### config.mk
export PLATFORM = sky130hd
export DESIGN_NAME = ent_ht_top
export DESIGN_NICKNAME = d
export VERILOG_FILES = /design/src/source/ent_ht_pkg.sv /design/src/source/ent_ht_if.sv /design/src/source/ent_bucket_ht.sv /design/src/source/ent_ht_top.sv /design/src/source/ent_ht_wb_regs.sv /design/src/source/ent_max_tree.sv /design/src/source/ent_redun_count.sv /design/src/source/ent_window_ctrl.sv
export VERILOG_INCLUDE_DIRS = /design/src /design/src/include
export SDC_FILE = /design/constraint.sdc
export NUM_CORES = 2
export LEC_CHECK = 0
export ABC_AREA = 1
export BUFFER_PORTS_ARGS = -buffer_cell sky130_fd_sc_hd__buf_2
export CAP_MARGIN = 20
export CORE_MARGIN = 8
export CORE_UTILIZATION = 55
export CTS_BUF_LIST = sky130_fd_sc_hd__clkbuf_8
export CTS_CLUSTER_DIAMETER = 200
export DETAILED_ROUTE_END_ITERATION = 10
export PLACE_DENSITY = 0.71
export SKIP_LAST_GASP = 1
export SYNTH_ARGS = -nofsm -noshare
export SYNTH_HDL_FRONTEND = slang
export SYNTH_SLANG_ARGS = --single-unit
### constraint.sdc
create_clock -name clk_i -period 9.6 [get_ports clk_i]
set_input_delay 1.92 -clock clk_i [delete_from_list [all_inputs] [get_ports clk_i]]
set_output_delay 1.92 -clock clk_i [all_outputs]
set_load 0.01 [all_outputs]
### src/include/ent_ht_params.svh
`ifndef ENT_HT_PARAMS_SVH
`define ENT_HT_PARAMS_SVH

// Raw noise symbol width and the number of histogram bins it selects
`define ENT_SYMBOL_WIDTH 4
`define ENT_NUM_BINS 16

// Bin counters, threshold, window size and window maximum
`define ENT_CNT_WIDTH 16

// Saturating count of failed windows
`define ENT_FAIL_CNT_WIDTH 8

// Wishbone bus widths
`define ENT_WB_ADDR_WIDTH 4
`define ENT_WB_DATA_WIDTH 32

// Register byte offsets
`define ENT_REG_CTRL 4'h0
`define ENT_REG_THRESH 4'h4
`define ENT_REG_WINDOW 4'h8
`define ENT_REG_STATUS 4'hC

`endif

### src/source/ent_ht_pkg.sv
`include "ent_ht_params.svh"

package ent_ht_pkg;

  // One raw noise symbol, also the bin index
  typedef logic [`ENT_SYMBOL_WIDTH-1:0] symbol_t;

  // Bin count, threshold, window size or window maximum
  typedef logic [`ENT_CNT_WIDTH-1:0] cnt_t;

  // Number of failed windows, saturates at all ones
  typedef logic [`ENT_FAIL_CNT_WIDTH-1:0] fail_cnt_t;

  // Wishbone byte address
  typedef logic [`ENT_WB_ADDR_WIDTH-1:0] wb_addr_t;

  // Wishbone data word
  typedef logic [`ENT_WB_DATA_WIDTH-1:0] wb_data_t;

endpackage

### src/source/ent_ht_if.sv
`timescale 1ns/1ps

// Configuration from the register block to the test core
interface ht_cfg_if;
  import ent_ht_pkg::*;

  // CTRL bit 0
  logic active;
  // One-cycle pulse from a CTRL bit 1 write
  logic clear;
  cnt_t thresh;
  cnt_t window_size;

  modport regs (output active, output clear, output thresh, output window_size);
  modport core (input active, input clear, input thresh, input window_size);

endinterface

// Per-window results from the test core to the register block
interface ht_result_if;
  import ent_ht_pkg::*;

  // Window wrap pulse, passed through from the window controller
  logic wrap;
  // Largest bin count, meaningful in the wrap cycle
  cnt_t test_cnt;
  // Threshold failure, only in the wrap cycle
  logic fail;
  // Any redundant counter pair disagrees
  logic count_err;

  modport core (output wrap, output test_cnt, output fail, output count_err);
  modport regs (input wrap, input test_cnt, input fail, input count_err);

endinterface

### src/source/ent_bucket_ht.sv
`timescale 1ns/1ps
`include "ent_ht_params.svh"

module ent_bucket_ht (
  input  logic                clk_i,
  input  logic                reset_i,
  input  ent_ht_pkg::symbol_t rng_symbol_i,
  input  logic                rng_valid_i,
  input  logic                wrap_i,
  ht_cfg_if.core              cfg,
  ht_result_if.core           res
);
  import ent_ht_pkg::*;

  logic [`ENT_NUM_BINS-1:0] bin_incr;
  logic [`ENT_NUM_BINS-1:0] bin_over;
  logic [`ENT_NUM_BINS-1:0] bin_err;
  cnt_t [`ENT_NUM_BINS-1:0] bin_cnt;
  cnt_t                     bin_max;
  logic                     bin_clr;
  logic                     count_en;

  // Symbols only count while running and not being cleared
  assign count_en = rng_valid_i && cfg.active && !cfg.clear;

  // Window end reloads the bins, clear or disable empties them
  assign bin_clr = wrap_i || cfg.clear || !cfg.active;

  for (genvar i = 0; i < `ENT_NUM_BINS; i++) begin : gen_bin
    // One-hot decode of the symbol into its bin
    assign bin_incr[i] = count_en && (rng_symbol_i == symbol_t'(i));

    ent_redun_count u_ent_redun_count (
      .clk_i   (clk_i),
      .reset_i (reset_i),
      .clr_i   (bin_clr),
      .incr_i  (bin_incr[i]),
      .cnt_o   (bin_cnt[i]),
      .err_o   (bin_err[i])
    );

    // Per-bin threshold compare
    assign bin_over[i] = (bin_cnt[i] > cfg.thresh);
  end : gen_bin

  // Largest bin of the current window
  ent_max_tree u_ent_max_tree (
    .values_i (bin_cnt),
    .max_o    (bin_max)
  );

  // Results are read by the register block in the wrap cycle
  assign res.wrap      = wrap_i;
  assign res.test_cnt  = bin_max;
  // One-cycle failure pulse, only at a window end
  assign res.fail      = cfg.active && wrap_i && (|bin_over);
  assign res.count_err = |bin_err;

endmodule

### src/source/ent_ht_top.sv
`timescale 1ns/1ps

module ent_ht_top (
  input  logic                 clk_i,
  input  logic                 reset_i,
  input  logic                 wb_cyc_i,
  input  logic                 wb_stb_i,
  input  logic                 wb_we_i,
  input  ent_ht_pkg::wb_addr_t wb_adr_i,
  input  ent_ht_pkg::wb_data_t wb_dat_i,
  output ent_ht_pkg::wb_data_t wb_dat_o,
  output logic                 wb_ack_o,
  input  ent_ht_pkg::symbol_t  rng_symbol_i,
  input  logic                 rng_valid_i,
  output logic                 alert_o,
  output logic                 count_err_o
);

  // Window end pulse, window controller to bucket test
  logic window_wrap;

  ht_cfg_if    u_cfg_if ();
  ht_result_if u_res_if ();

  // Register slave, configuration out and results in
  ent_ht_wb_regs u_ent_ht_wb_regs (
    .clk_i    (clk_i),
    .reset_i  (reset_i),
    .wb_cyc_i (wb_cyc_i),
    .wb_stb_i (wb_stb_i),
    .wb_we_i  (wb_we_i),
    .wb_adr_i (wb_adr_i),
    .wb_dat_i (wb_dat_i),
    .wb_dat_o (wb_dat_o),
    .wb_ack_o (wb_ack_o),
    .cfg      (u_cfg_if.regs),
    .res      (u_res_if.regs)
  );

  ent_window_ctrl u_ent_window_ctrl (
    .clk_i       (clk_i),
    .reset_i     (reset_i),
    .rng_valid_i (rng_valid_i),
    .cfg         (u_cfg_if.core),
    .wrap_o      (window_wrap)
  );

  ent_bucket_ht u_ent_bucket_ht (
    .clk_i        (clk_i),
    .reset_i      (reset_i),
    .rng_symbol_i (rng_symbol_i),
    .rng_valid_i  (rng_valid_i),
    .wrap_i       (window_wrap),
    .cfg          (u_cfg_if.core),
    .res          (u_res_if.core)
  );

  // Alerts straight from the core, fail is already a one-cycle pulse
  assign alert_o     = u_res_if.fail;
  assign count_err_o = u_res_if.count_err;

endmodule

### src/source/ent_ht_wb_regs.sv
`timescale 1ns/1ps
`include "ent_ht_params.svh"

module ent_ht_wb_regs (
  input  logic                 clk_i,
  input  logic                 reset_i,
  input  logic                 wb_cyc_i,
  input  logic                 wb_stb_i,
  input  logic                 wb_we_i,
  input  ent_ht_pkg::wb_addr_t wb_adr_i,
  input  ent_ht_pkg::wb_data_t wb_dat_i,
  output ent_ht_pkg::wb_data_t wb_dat_o,
  output logic                 wb_ack_o,
  ht_cfg_if.regs               cfg,
  ht_result_if.regs            res
);
  import ent_ht_pkg::*;

  // Default window length after reset
  localparam cnt_t WindowReset = cnt_t'(64);

  // STATUS field positions
  localparam int StatFailCntLsb = `ENT_CNT_WIDTH;
  localparam int StatErrBit     = `ENT_CNT_WIDTH + `ENT_FAIL_CNT_WIDTH;
  localparam int StatFailBit    = StatErrBit + 1;

  logic      ack_q;
  wb_data_t  dat_q;
  wb_data_t  rd_data;
  logic      req;
  logic      wr_en;

  logic      active_q;
  logic      clear_q;
  cnt_t      thresh_q;
  cnt_t      window_q;
  cnt_t      max_q;
  fail_cnt_t fail_cnt_q;
  logic      sticky_err_q;
  logic      sticky_fail_q;

  // New request, the ack-cycle strobe is not seen again
  assign req   = wb_cyc_i && wb_stb_i && !ack_q;
  assign wr_en = req && wb_we_i;

  // Read mux, unused bits read as zero
  always_comb begin
    rd_data = '0;
    case (wb_adr_i)
      `ENT_REG_CTRL: rd_data[0] = active_q;
      `ENT_REG_THRESH: rd_data[`ENT_CNT_WIDTH-1:0] = thresh_q;
      `ENT_REG_WINDOW: rd_data[`ENT_CNT_WIDTH-1:0] = window_q;
      `ENT_REG_STATUS: begin
        rd_data[`ENT_CNT_WIDTH-1:0]                   = max_q;
        rd_data[StatFailCntLsb +: `ENT_FAIL_CNT_WIDTH] = fail_cnt_q;
        rd_data[StatErrBit]                           = sticky_err_q;
        rd_data[StatFailBit]                          = sticky_fail_q;
      end
      default: rd_data = '0;
    endcase
  end

  // Bus handshake, one ack per request
  always_ff @(posedge clk_i) begin
    if (reset_i) begin
      ack_q <= 1'b0;
    end else begin
      ack_q <= req;
    end
  end

  // Read data sampled with the request, valid alongside ack
  always_ff @(posedge clk_i) begin
    if (req) begin
      dat_q <= rd_data;
    end
  end

  // Control registers
  always_ff @(posedge clk_i) begin
    if (reset_i) begin
      active_q <= 1'b0;
      clear_q  <= 1'b0;
      thresh_q <= '0;
      window_q <= WindowReset;
    end else begin
      // Clear is self-clearing
      clear_q <= 1'b0;
      if (wr_en) begin
        case (wb_adr_i)
          `ENT_REG_CTRL: begin
            active_q <= wb_dat_i[0];
            clear_q  <= wb_dat_i[1];
          end
          `ENT_REG_THRESH: thresh_q <= wb_dat_i[`ENT_CNT_WIDTH-1:0];
          `ENT_REG_WINDOW: window_q <= wb_dat_i[`ENT_CNT_WIDTH-1:0];
          default: ;
        endcase
      end
    end
  end

  // Status, updated at the end of each wrap cycle
  always_ff @(posedge clk_i) begin
    if (reset_i) begin
      max_q         <= '0;
      fail_cnt_q    <= '0;
      sticky_err_q  <= 1'b0;
      sticky_fail_q <= 1'b0;
    end else begin
      if (res.wrap) begin
        max_q <= res.test_cnt;
      end
      if (res.fail) begin
        sticky_fail_q <= 1'b1;
        // Hold at the top instead of rolling over
        if (fail_cnt_q != '1) begin
          fail_cnt_q <= fail_cnt_q + 1'b1;
        end
      end
      if (res.count_err) begin
        sticky_err_q <= 1'b1;
      end
      // Any STATUS write wins over a same-cycle update
      if (wr_en && (wb_adr_i == `ENT_REG_STATUS)) begin
        fail_cnt_q    <= '0;
        sticky_err_q  <= 1'b0;
        sticky_fail_q <= 1'b0;
      end
    end
  end

  assign wb_ack_o = ack_q;
  assign wb_dat_o = dat_q;

  assign cfg.active      = active_q;
  assign cfg.clear       = clear_q;
  assign cfg.thresh      = thresh_q;
  assign cfg.window_size = window_q;

endmodule

### src/source/ent_max_tree.sv
`timescale 1ns/1ps
`include "ent_ht_params.svh"

module ent_max_tree (
  input  ent_ht_pkg::cnt_t [`ENT_NUM_BINS-1:0] values_i,
  output ent_ht_pkg::cnt_t                     max_o
);
  import ent_ht_pkg::*;

  localparam int NumLeaves = `ENT_NUM_BINS;
  localparam int NumLevels = $clog2(NumLeaves);
  localparam int NumNodes  = 2 * NumLeaves - 1;

  // Heap-ordered tree, node 0 is the root
  // Children of node n sit at 2n+1 and 2n+2
  cnt_t node [NumNodes];

  // Leaves fill the last level
  for (genvar i = 0; i < NumLeaves; i++) begin : gen_leaf
    assign node[NumLeaves - 1 + i] = values_i[i];
  end : gen_leaf

  // Pairwise compare, one level of the tree at a time
  for (genvar lvl = 0; lvl < NumLevels; lvl++) begin : gen_level
    for (genvar k = 0; k < (1 << lvl); k++) begin : gen_node
      localparam int Idx = (1 << lvl) - 1 + k;
      localparam int Lft = 2 * Idx + 1;
      localparam int Rgt = 2 * Idx + 2;

      // Ties pick the left child, the value is the same either way
      assign node[Idx] = (node[Rgt] > node[Lft]) ? node[Rgt] : node[Lft];
    end : gen_node
  end : gen_level

  assign max_o = node[0];

endmodule

### src/source/ent_redun_count.sv
`timescale 1ns/1ps

module ent_redun_count (
  input  logic             clk_i,
  input  logic             reset_i,
  input  logic             clr_i,
  input  logic             incr_i,
  output ent_ht_pkg::cnt_t cnt_o,
  output logic             err_o
);
  import ent_ht_pkg::*;

  // Primary copy counts up from zero
  cnt_t up_q;
  // Shadow copy counts down from all ones
  cnt_t dn_q;
  logic at_max;
  cnt_t copy_sum;

  // Stop at the top so the copies never wrap
  assign at_max = (up_q == '1);

  always_ff @(posedge clk_i) begin
    if (reset_i) begin
      up_q <= '0;
      dn_q <= '1;
    end else if (clr_i) begin
      // Reload, keeping a same-cycle increment
      if (incr_i) begin
        up_q <= cnt_t'(1);
        dn_q <= ~cnt_t'(1);
      end else begin
        up_q <= '0;
        dn_q <= '1;
      end
    end else if (incr_i && !at_max) begin
      up_q <= up_q + 1'b1;
      dn_q <= dn_q - 1'b1;
    end
  end

  // Copies always sum to all ones when healthy
  assign copy_sum = up_q + dn_q;
  assign err_o    = (copy_sum != '1);

  assign cnt_o = up_q;

endmodule

### src/source/ent_window_ctrl.sv
`timescale 1ns/1ps

module ent_window_ctrl (
  input  logic     clk_i,
  input  logic     reset_i,
  input  logic     rng_valid_i,
  ht_cfg_if.core   cfg,
  output logic     wrap_o
);
  import ent_ht_pkg::*;

  // Symbols accepted so far in this window
  cnt_t win_cnt_q;
  cnt_t cnt_inc;
  logic wrap_q;

  assign cnt_inc = win_cnt_q + 1'b1;

  always_ff @(posedge clk_i) begin
    if (reset_i) begin
      win_cnt_q <= '0;
      wrap_q    <= 1'b0;
    end else if (!cfg.active || cfg.clear) begin
      // Idle or cleared, drop the partial window
      win_cnt_q <= '0;
      wrap_q    <= 1'b0;
    end else begin
      wrap_q <= 1'b0;
      if (rng_valid_i) begin
        if (cnt_inc == cfg.window_size) begin
          // Last symbol of the window, restart now
          // A symbol in the wrap cycle becomes the first of the next window
          win_cnt_q <= '0;
          wrap_q    <= 1'b1;
        end else begin
          win_cnt_q <= cnt_inc;
        end
      end
    end
  end

  assign wrap_o = wrap_q;

endmodule

Yosys cells after proc, flatten, opt, wreduce, memory -nomap -nowiden
Index checks and enable logic that the tools add are counted.
{ "totals": {"word_cells": 386, "regBits": 616} }
{ "op_classes": {"n_eq_ne": 52, "bitwise": 3, "reduce_logical": 90, "muxes": 115, "n_lt_le_gt_ge": 31, "addsub": 50} }
{ "ops": {"columns": ["cell", "count"], "rows": [
  ["16-bit 2-to-1 mux", 80],
  ["16-bit > comparator", 31],
  ["16-bit by 1-bit adder with 16-bit output (second input constant)", 17],
  ["16-bit adder", 16],
  ["16-bit == test (second input constant)", 16],
  ["16-bit inequality test (second input constant)", 16],
  ["16-bit by 1-bit subtractor with 16-bit output (second input constant)", 16],
  ["15-bit one-hot mux with 3 select lines", 1],
  ["4-bit == test (second input constant)", 10],
  ["1-bit logical AND", 40],
  ["1-bit 2-to-1 mux", 33],
  ["2-bit nonzero test", 16],
  ["16-bit OR reduction", 2],
  ["4-bit by 3-bit == test with 1-bit output (second input constant)", 5],
  ["1-bit logical NOT", 19],
  ["16-bit == test", 1],
  ["8-bit by 1-bit adder with 8-bit output (second input constant)", 1],
  ["4-bit by 2-bit == test with 1-bit output (second input constant)", 2],
  ["4-bit logical NOT", 2],
  ["8-bit inequality test (second input constant)", 1],
  ["2-bit AND reduction", 4],
  ["3-bit OR reduction", 2],
  ["4-bit by 1-bit == test with 1-bit output (second input constant)", 1],
  ["1-bit one-hot mux with 4 select lines", 1],
  ["other kinds (3)", 8]
]} }

Depth between registers and ports, before layout
{ "logic_depth": {"ltp_word": 8, "mapped_depth": 56} }

By module
A second synthesis with hierarchy kept.
{ "unflattened": {"hier_cells": 9734, "area_unflattened_um2": 60810.8} }
{ "modules_own_cells": {"columns": ["mod", "area_per_inst_um2", "cells_per_inst", "instances"], "rows": [
  ["ent_redun_count at u_ent_bucket_ht.gen_bin[0].u_ent_redun_count ...", 2556.2, 409, 12],
  ["ent_max_tree", 8580.7, 1473, 1],
  ["ent_redun_count at u_ent_bucket_ht.gen_bin[7].u_ent_redun_count ...", 2573.7, 429, 3],
  ["ent_bucket_ht", 6157.2, 927, 1],
  ["ent_ht_wb_regs", 3558.4, 435, 1],
  ["ent_redun_count at u_ent_bucket_ht.gen_bin[6].u_ent_redun_count", 2580.0, 418, 1],
  ["ent_window_ctrl", 1539.0, 286, 1]
]} }

Worst setup path after synthesis
No wires, ideal clock.
{ "synth_path": {"path_type": "register to register", "startpoint": "register u_ent_bucket_ht.gen_bin[2].u_ent_redun_count.up_q[15]", "endpoint": "register u_ent_ht_wb_regs.max_q[10]", "path_stages_with_launch": 45, "arrival_time_ns": 6.909, "required_time_ns": 9.468, "slack_ns": 2.559, "cell_sequence": "dfxtp_1 > inv_1 > ha_1 > a21oi_1 > o21ai_0 > a21oi_1 > nand2_2 > nand2_2 > clkbuf_1 > clkbuf_1 > a21oi_1 > ha_1 > nand4_1 > nor4_1 > inv_1 > nor2_1 > nand2_1 > nand2_2 > [9 not listed] > nand4_2 > nand2_4 > buf_6 > nand2_1 > and2_1 > ha_1 > nand2_1 > inv_1 > nand3_1 > o221a_2 > o221a_2 > o21ai_0 > o21ai_1 > inv_1 > clkbuf_1 > nand3_1 > nand3_1 > a21oi_1"} }
{ "synth_between": {"elab_chain_cells": 8} }
{ "synth_rtl": {"columns": ["item", "line_no", "text"], "rows": [
  ["from (decl)", "ent_redun_count.sv:14", "cnt_t up_q;"],
  ["from (signal assigned)", "ent_redun_count.sv:30", "up_q <= cnt_t'(1);"],
  ["from (signal assigned)", "ent_redun_count.sv:37", "up_q <= up_q + 1'b1;"],
  ["16-bit > comparator", "ent_max_tree.sv:31", "assign node[Idx] = (node[Rgt] > node[Lft]) ? node[Rgt] : node[Lft];"],
  ["16-bit 2-to-1 mux *", "ent_max_tree.sv:31", null],
  ["16-bit > comparator", "ent_max_tree.sv:31", null],
  ["16-bit 2-to-1 mux *", "ent_max_tree.sv:31", null],
  ["16-bit > comparator", "ent_max_tree.sv:31", null],
  ["16-bit 2-to-1 mux *", "ent_max_tree.sv:31", null],
  ["16-bit > comparator", "ent_max_tree.sv:31", null],
  ["16-bit 2-to-1 mux *", "ent_max_tree.sv:31", null],
  ["to (signal assigned)", "ent_ht_wb_regs.sv:112", "max_q <= res.test_cnt;"],
  ["to (decl)", "ent_ht_wb_regs.sv:37", "cnt_t max_q;"]
]} }
Every way passes the cells marked *; elsewhere a longest branch is shown, timed or not.
A chain may end at the register's enable or synchronous reset.

Worst setup path after layout
{ "layout_path": {"startpoint": "register u_ent_bucket_ht.gen_bin[12].u_ent_redun_count.up_q[1]", "endpoint": "register u_ent_ht_wb_regs.max_q[12]"} }
{ "layout_between": {"elab_chain_cells": 8} }
{ "layout_rtl": {"columns": ["item", "line_no"], "rows": [
  ["from (decl)", "ent_redun_count.sv:14"],
  ["from (signal assigned)", "ent_redun_count.sv:30"],
  ["from (signal assigned)", "ent_redun_count.sv:37"],
  ["16-bit > comparator", "ent_max_tree.sv:31"],
  ["16-bit 2-to-1 mux *", "ent_max_tree.sv:31"],
  ["16-bit > comparator", "ent_max_tree.sv:31"],
  ["16-bit 2-to-1 mux *", "ent_max_tree.sv:31"],
  ["16-bit > comparator", "ent_max_tree.sv:31"],
  ["16-bit 2-to-1 mux *", "ent_max_tree.sv:31"],
  ["16-bit > comparator", "ent_max_tree.sv:31"],
  ["16-bit 2-to-1 mux *", "ent_max_tree.sv:31"]
]} }
Marks and branches as above.

==> reports/qor.csv <==
metric;value;unit
nets;9069;
die_height;332;um
synth_cells;8119;
critPathKind;flop to flop;
synth_top_cells_by_count;nand2_1, inv_1, a21oi_1;
maxCapViolCount;0;
gr-total-overflow;0;
grt_pass1_vias;54400;
port_buffers;58;
path_max_fanout;31;
cts_buffers;112;
coreArea;98600;um^2
die_area;110000;um^2
clk_latency;0.86;ns
num-fill-cells;9348;
final-setup-viol-count;0;
slew_violations;0;
hpwl;187;mm
finClkSkew;0.0575;ns
clock_tree.root_cell;clkbuf_8;
rsz0062_at_grt;no;
final_core_util;0.603;
die_w;332;um
synth_xor_area_frac;0.0366;
synth_warnings;0;
max_stage_delay;0.90;ns
clock_path_buffers;3;
crit_required;10.31;ns
rows;115;
synthArstFlopShare;0;
endpoint_kind;flop;
synthesis.area;54800;um^2
status;finished, final reports clean;
worst_setup_path_start_kind;flop;
ys_seq_area_frac;0.230;
hold_viol;0;
synth_top_family_by_area;simple AND/OR/NAND/NOR gates;
synth_mux_area_frac;0;
start_util;0.556;
syn_to_final_growth;8.45;%
peakVddDrop;0.121;mV
cts_hold_buf;0;
via_per_inst;6.26;
worst_slew_pin_slew;1.15;ns
synthAdderAreaFrac;0.181;
cp.arrival;9.74;ns
max-slew-margin-rel;0.233;
timing.final.crit_period;9.03;ns
worstSetupEndpoint;u_ent_ht_wb_regs.max_q[12];
track_usage;0.402;
synth-simple-area-share;0.272;
synth_top_area_cell;dfxtp_1;
pin_count;81;
drcViolationCount;0;
synth-main-ff-cell;dfxtp_1;
gp_congestion;1.12;
reg2reg_slack;0.57;ns
cts.clk_slew.worst_paths;0.06;ns
first_iter_violations;7182;
cts_tree;done;
hp-class;flop to flop;
post_drt_wl_per_cell;24.2;um
wl;234;mm
drtPass1Iterations;9;
synth_compound_area_frac;0.193;
cp_slowest_cell;o21ai_0;
ant_nets;0;
syn_area_per_cell;6.75;um^2
drive_gt1_frac;0.0563;
power_density;101;nW/um^2
fmax;111;MHz
worst_r2r_endpoint;u_ent_ht_wb_regs.max_q[12];
synth_edf_count;26;
route.vias.total;60300;
cts_sinks;616;
grt_max_degree;149;
setup-tns-final;0;ns
synth-seq-cells;616;
synth.top_cell.area_share;0.216;
fin_crit_sh;0.941;
leakagePower;0.0272;uW
h-tree-depth;3;
synth_cell_types;74;
reg2regPathDepth;42;
synthTopCellsByArea;dfxtp_1, ha_1, nand2_1;
yosysMostFrequentCell;nand2_1;
antenna_found_initial;18;
grt_pass1_wl;339;mm
-- sequential cells by signal, summed over array words and instances, names as in the netlist --
| signal | flops |
|---|---|
| u_ent_bucket_ht.gen_bin.u_ent_redun_count.cnt_o | 256 |
| u_ent_bucket_ht.gen_bin.u_ent_redun_count.dn_q | 256 |
| u_ent_ht_wb_regs.wb_dat_o | 26 |
| u_ent_ht_wb_regs.cfg.thresh | 16 |
| u_ent_ht_wb_regs.cfg.window_size | 16 |
| u_ent_ht_wb_regs.max_q | 16 |
| u_ent_window_ctrl.win_cnt_q | 16 |
| u_ent_ht_wb_regs.fail_cnt_q | 8 |
| u_ent_ht_wb_regs.cfg.active | 1 |
| u_ent_ht_wb_regs.cfg.clear | 1 |
| u_ent_ht_wb_regs.sticky_err_q | 1 |
| u_ent_ht_wb_regs.sticky_fail_q | 1 |
| u_ent_ht_wb_regs.wb_ack_o | 1 |
| u_ent_window_ctrl.wrap_o | 1 |
-- kinds of logic after synthesis --
logic type / after synthesis
flip-flops: 616
buffers and inverters: 1263
XOR/XNOR: 229
adder cells (fa/ha/maj): 781
AND/OR/NAND/NOR: 3368
other: 1
AO/OA/AOI/OAI: 1861
-- per-layer routing --
layer / GRT usage / up-vias / part of all wire
met2: 0.601 / 3366 / 0.41
li1: - / 28300 / -
met4: 0.264 / 4 / 0.078
met5: 0 / - / 0.00011
met3: 0.0989 / 736 / 0.11
met1: 0.512 / 27900 / 0.40
-- area by class of cell --
cell class	instances	area (um^2)	share of cell area
clock inverter	60	542	0.00912
inverter	1117	4200	0.0707
tap	1287	1610	0.0271
sequential	616	12600	0.212
antenna	16	40.0	0.000674
clock buffer	145	2000	0.0336
timing repair buffer	150	993	0.0167
multi-input combinational	6245	37400	0.630
-- where the power goes --
part           internal [uW]  leakage, uW  total, uW  switching [uW]
clock                   1600      0.00140       2890            1280
sequential              2580      0.00501       2580            3.45
combinational            160       0.0208        514             354
-- critical path: cells and delay by family, from the launching register on --
kind,cells,cell delay (ns)
AOI/OAI and AO/OA,12,3.16
adders and majority gates,4,1.09
buffers and inverters,5,0.79
DFF,1,0.52
and+or+nand+nor,21,3.33
-- worst min path at each step --
stage,cells past startpoint,slack (ns),from,end
CTS,2,0.46,u_ent_ht_wb_regs.sticky_fail_q,u_ent_ht_wb_regs.sticky_fail_q
finish,2,0.46,u_ent_ht_wb_regs.sticky_fail_q,u_ent_ht_wb_regs.sticky_fail_q
detailed placement,2,0.45,u_ent_ht_wb_regs.sticky_fail_q,u_ent_ht_wb_regs.sticky_fail_q
global route,2,0.48,u_ent_ht_wb_regs.max_q[15],u_ent_ht_wb_regs.max_q[15]
global placement,2,0.44,u_ent_ht_wb_regs.cfg.thresh[12],u_ent_ht_wb_regs.cfg.thresh[12]
floorplan,2,0.44,u_ent_ht_wb_regs.sticky_fail_q,u_ent_ht_wb_regs.sticky_fail_q
-- cells in the final DEF (no fill, tap or decap), drive strengths merged, types with 19 or more instances in the layout --
cell type     n
a211oi       58
a21oi       783
a221oi       41
a31oi        20
buf         150
clkbuf      145
clkinv       23
dfxtp       590
edfxtp       26
ha          765
inv        1142
nand2      1506
nand3       403
nand3b       39
nand4       177
nor2        716
nor3        337
nor4         94
o2111ai      42
o211ai       33
o21ai       677
o21bai       33
o221ai       55
o22ai        34
o31ai        19
or2          40
xnor2        23
xor2        206
-- stage by stage --
stage	area, um^2	setup slack (ns)	total power [uW]	cells	hold slack (ns)
6_report	59400	0.567	5980	9636	0.458
4_1_cts	59400	0.958	5970	9620	0.459
5_1_grt	59400	0.00285	6130	9624	0.484
2_1_floorplan	54800	2.56	2960	8124	0.436
3_5_place_dp	56800	0.993	3130	9415	0.450
3_3_place_gp	56800	1.11	3130	9415	0.440
-- repair_timing --
| action | in CTS | in global routing |
|---|---|---|
| resized for setup | 0 | 8 |
| endpoints found under the setup margin | 0 | 16 |
| buffers inserted | 0 | 0 |
Power figures use the tool's default switching activity.
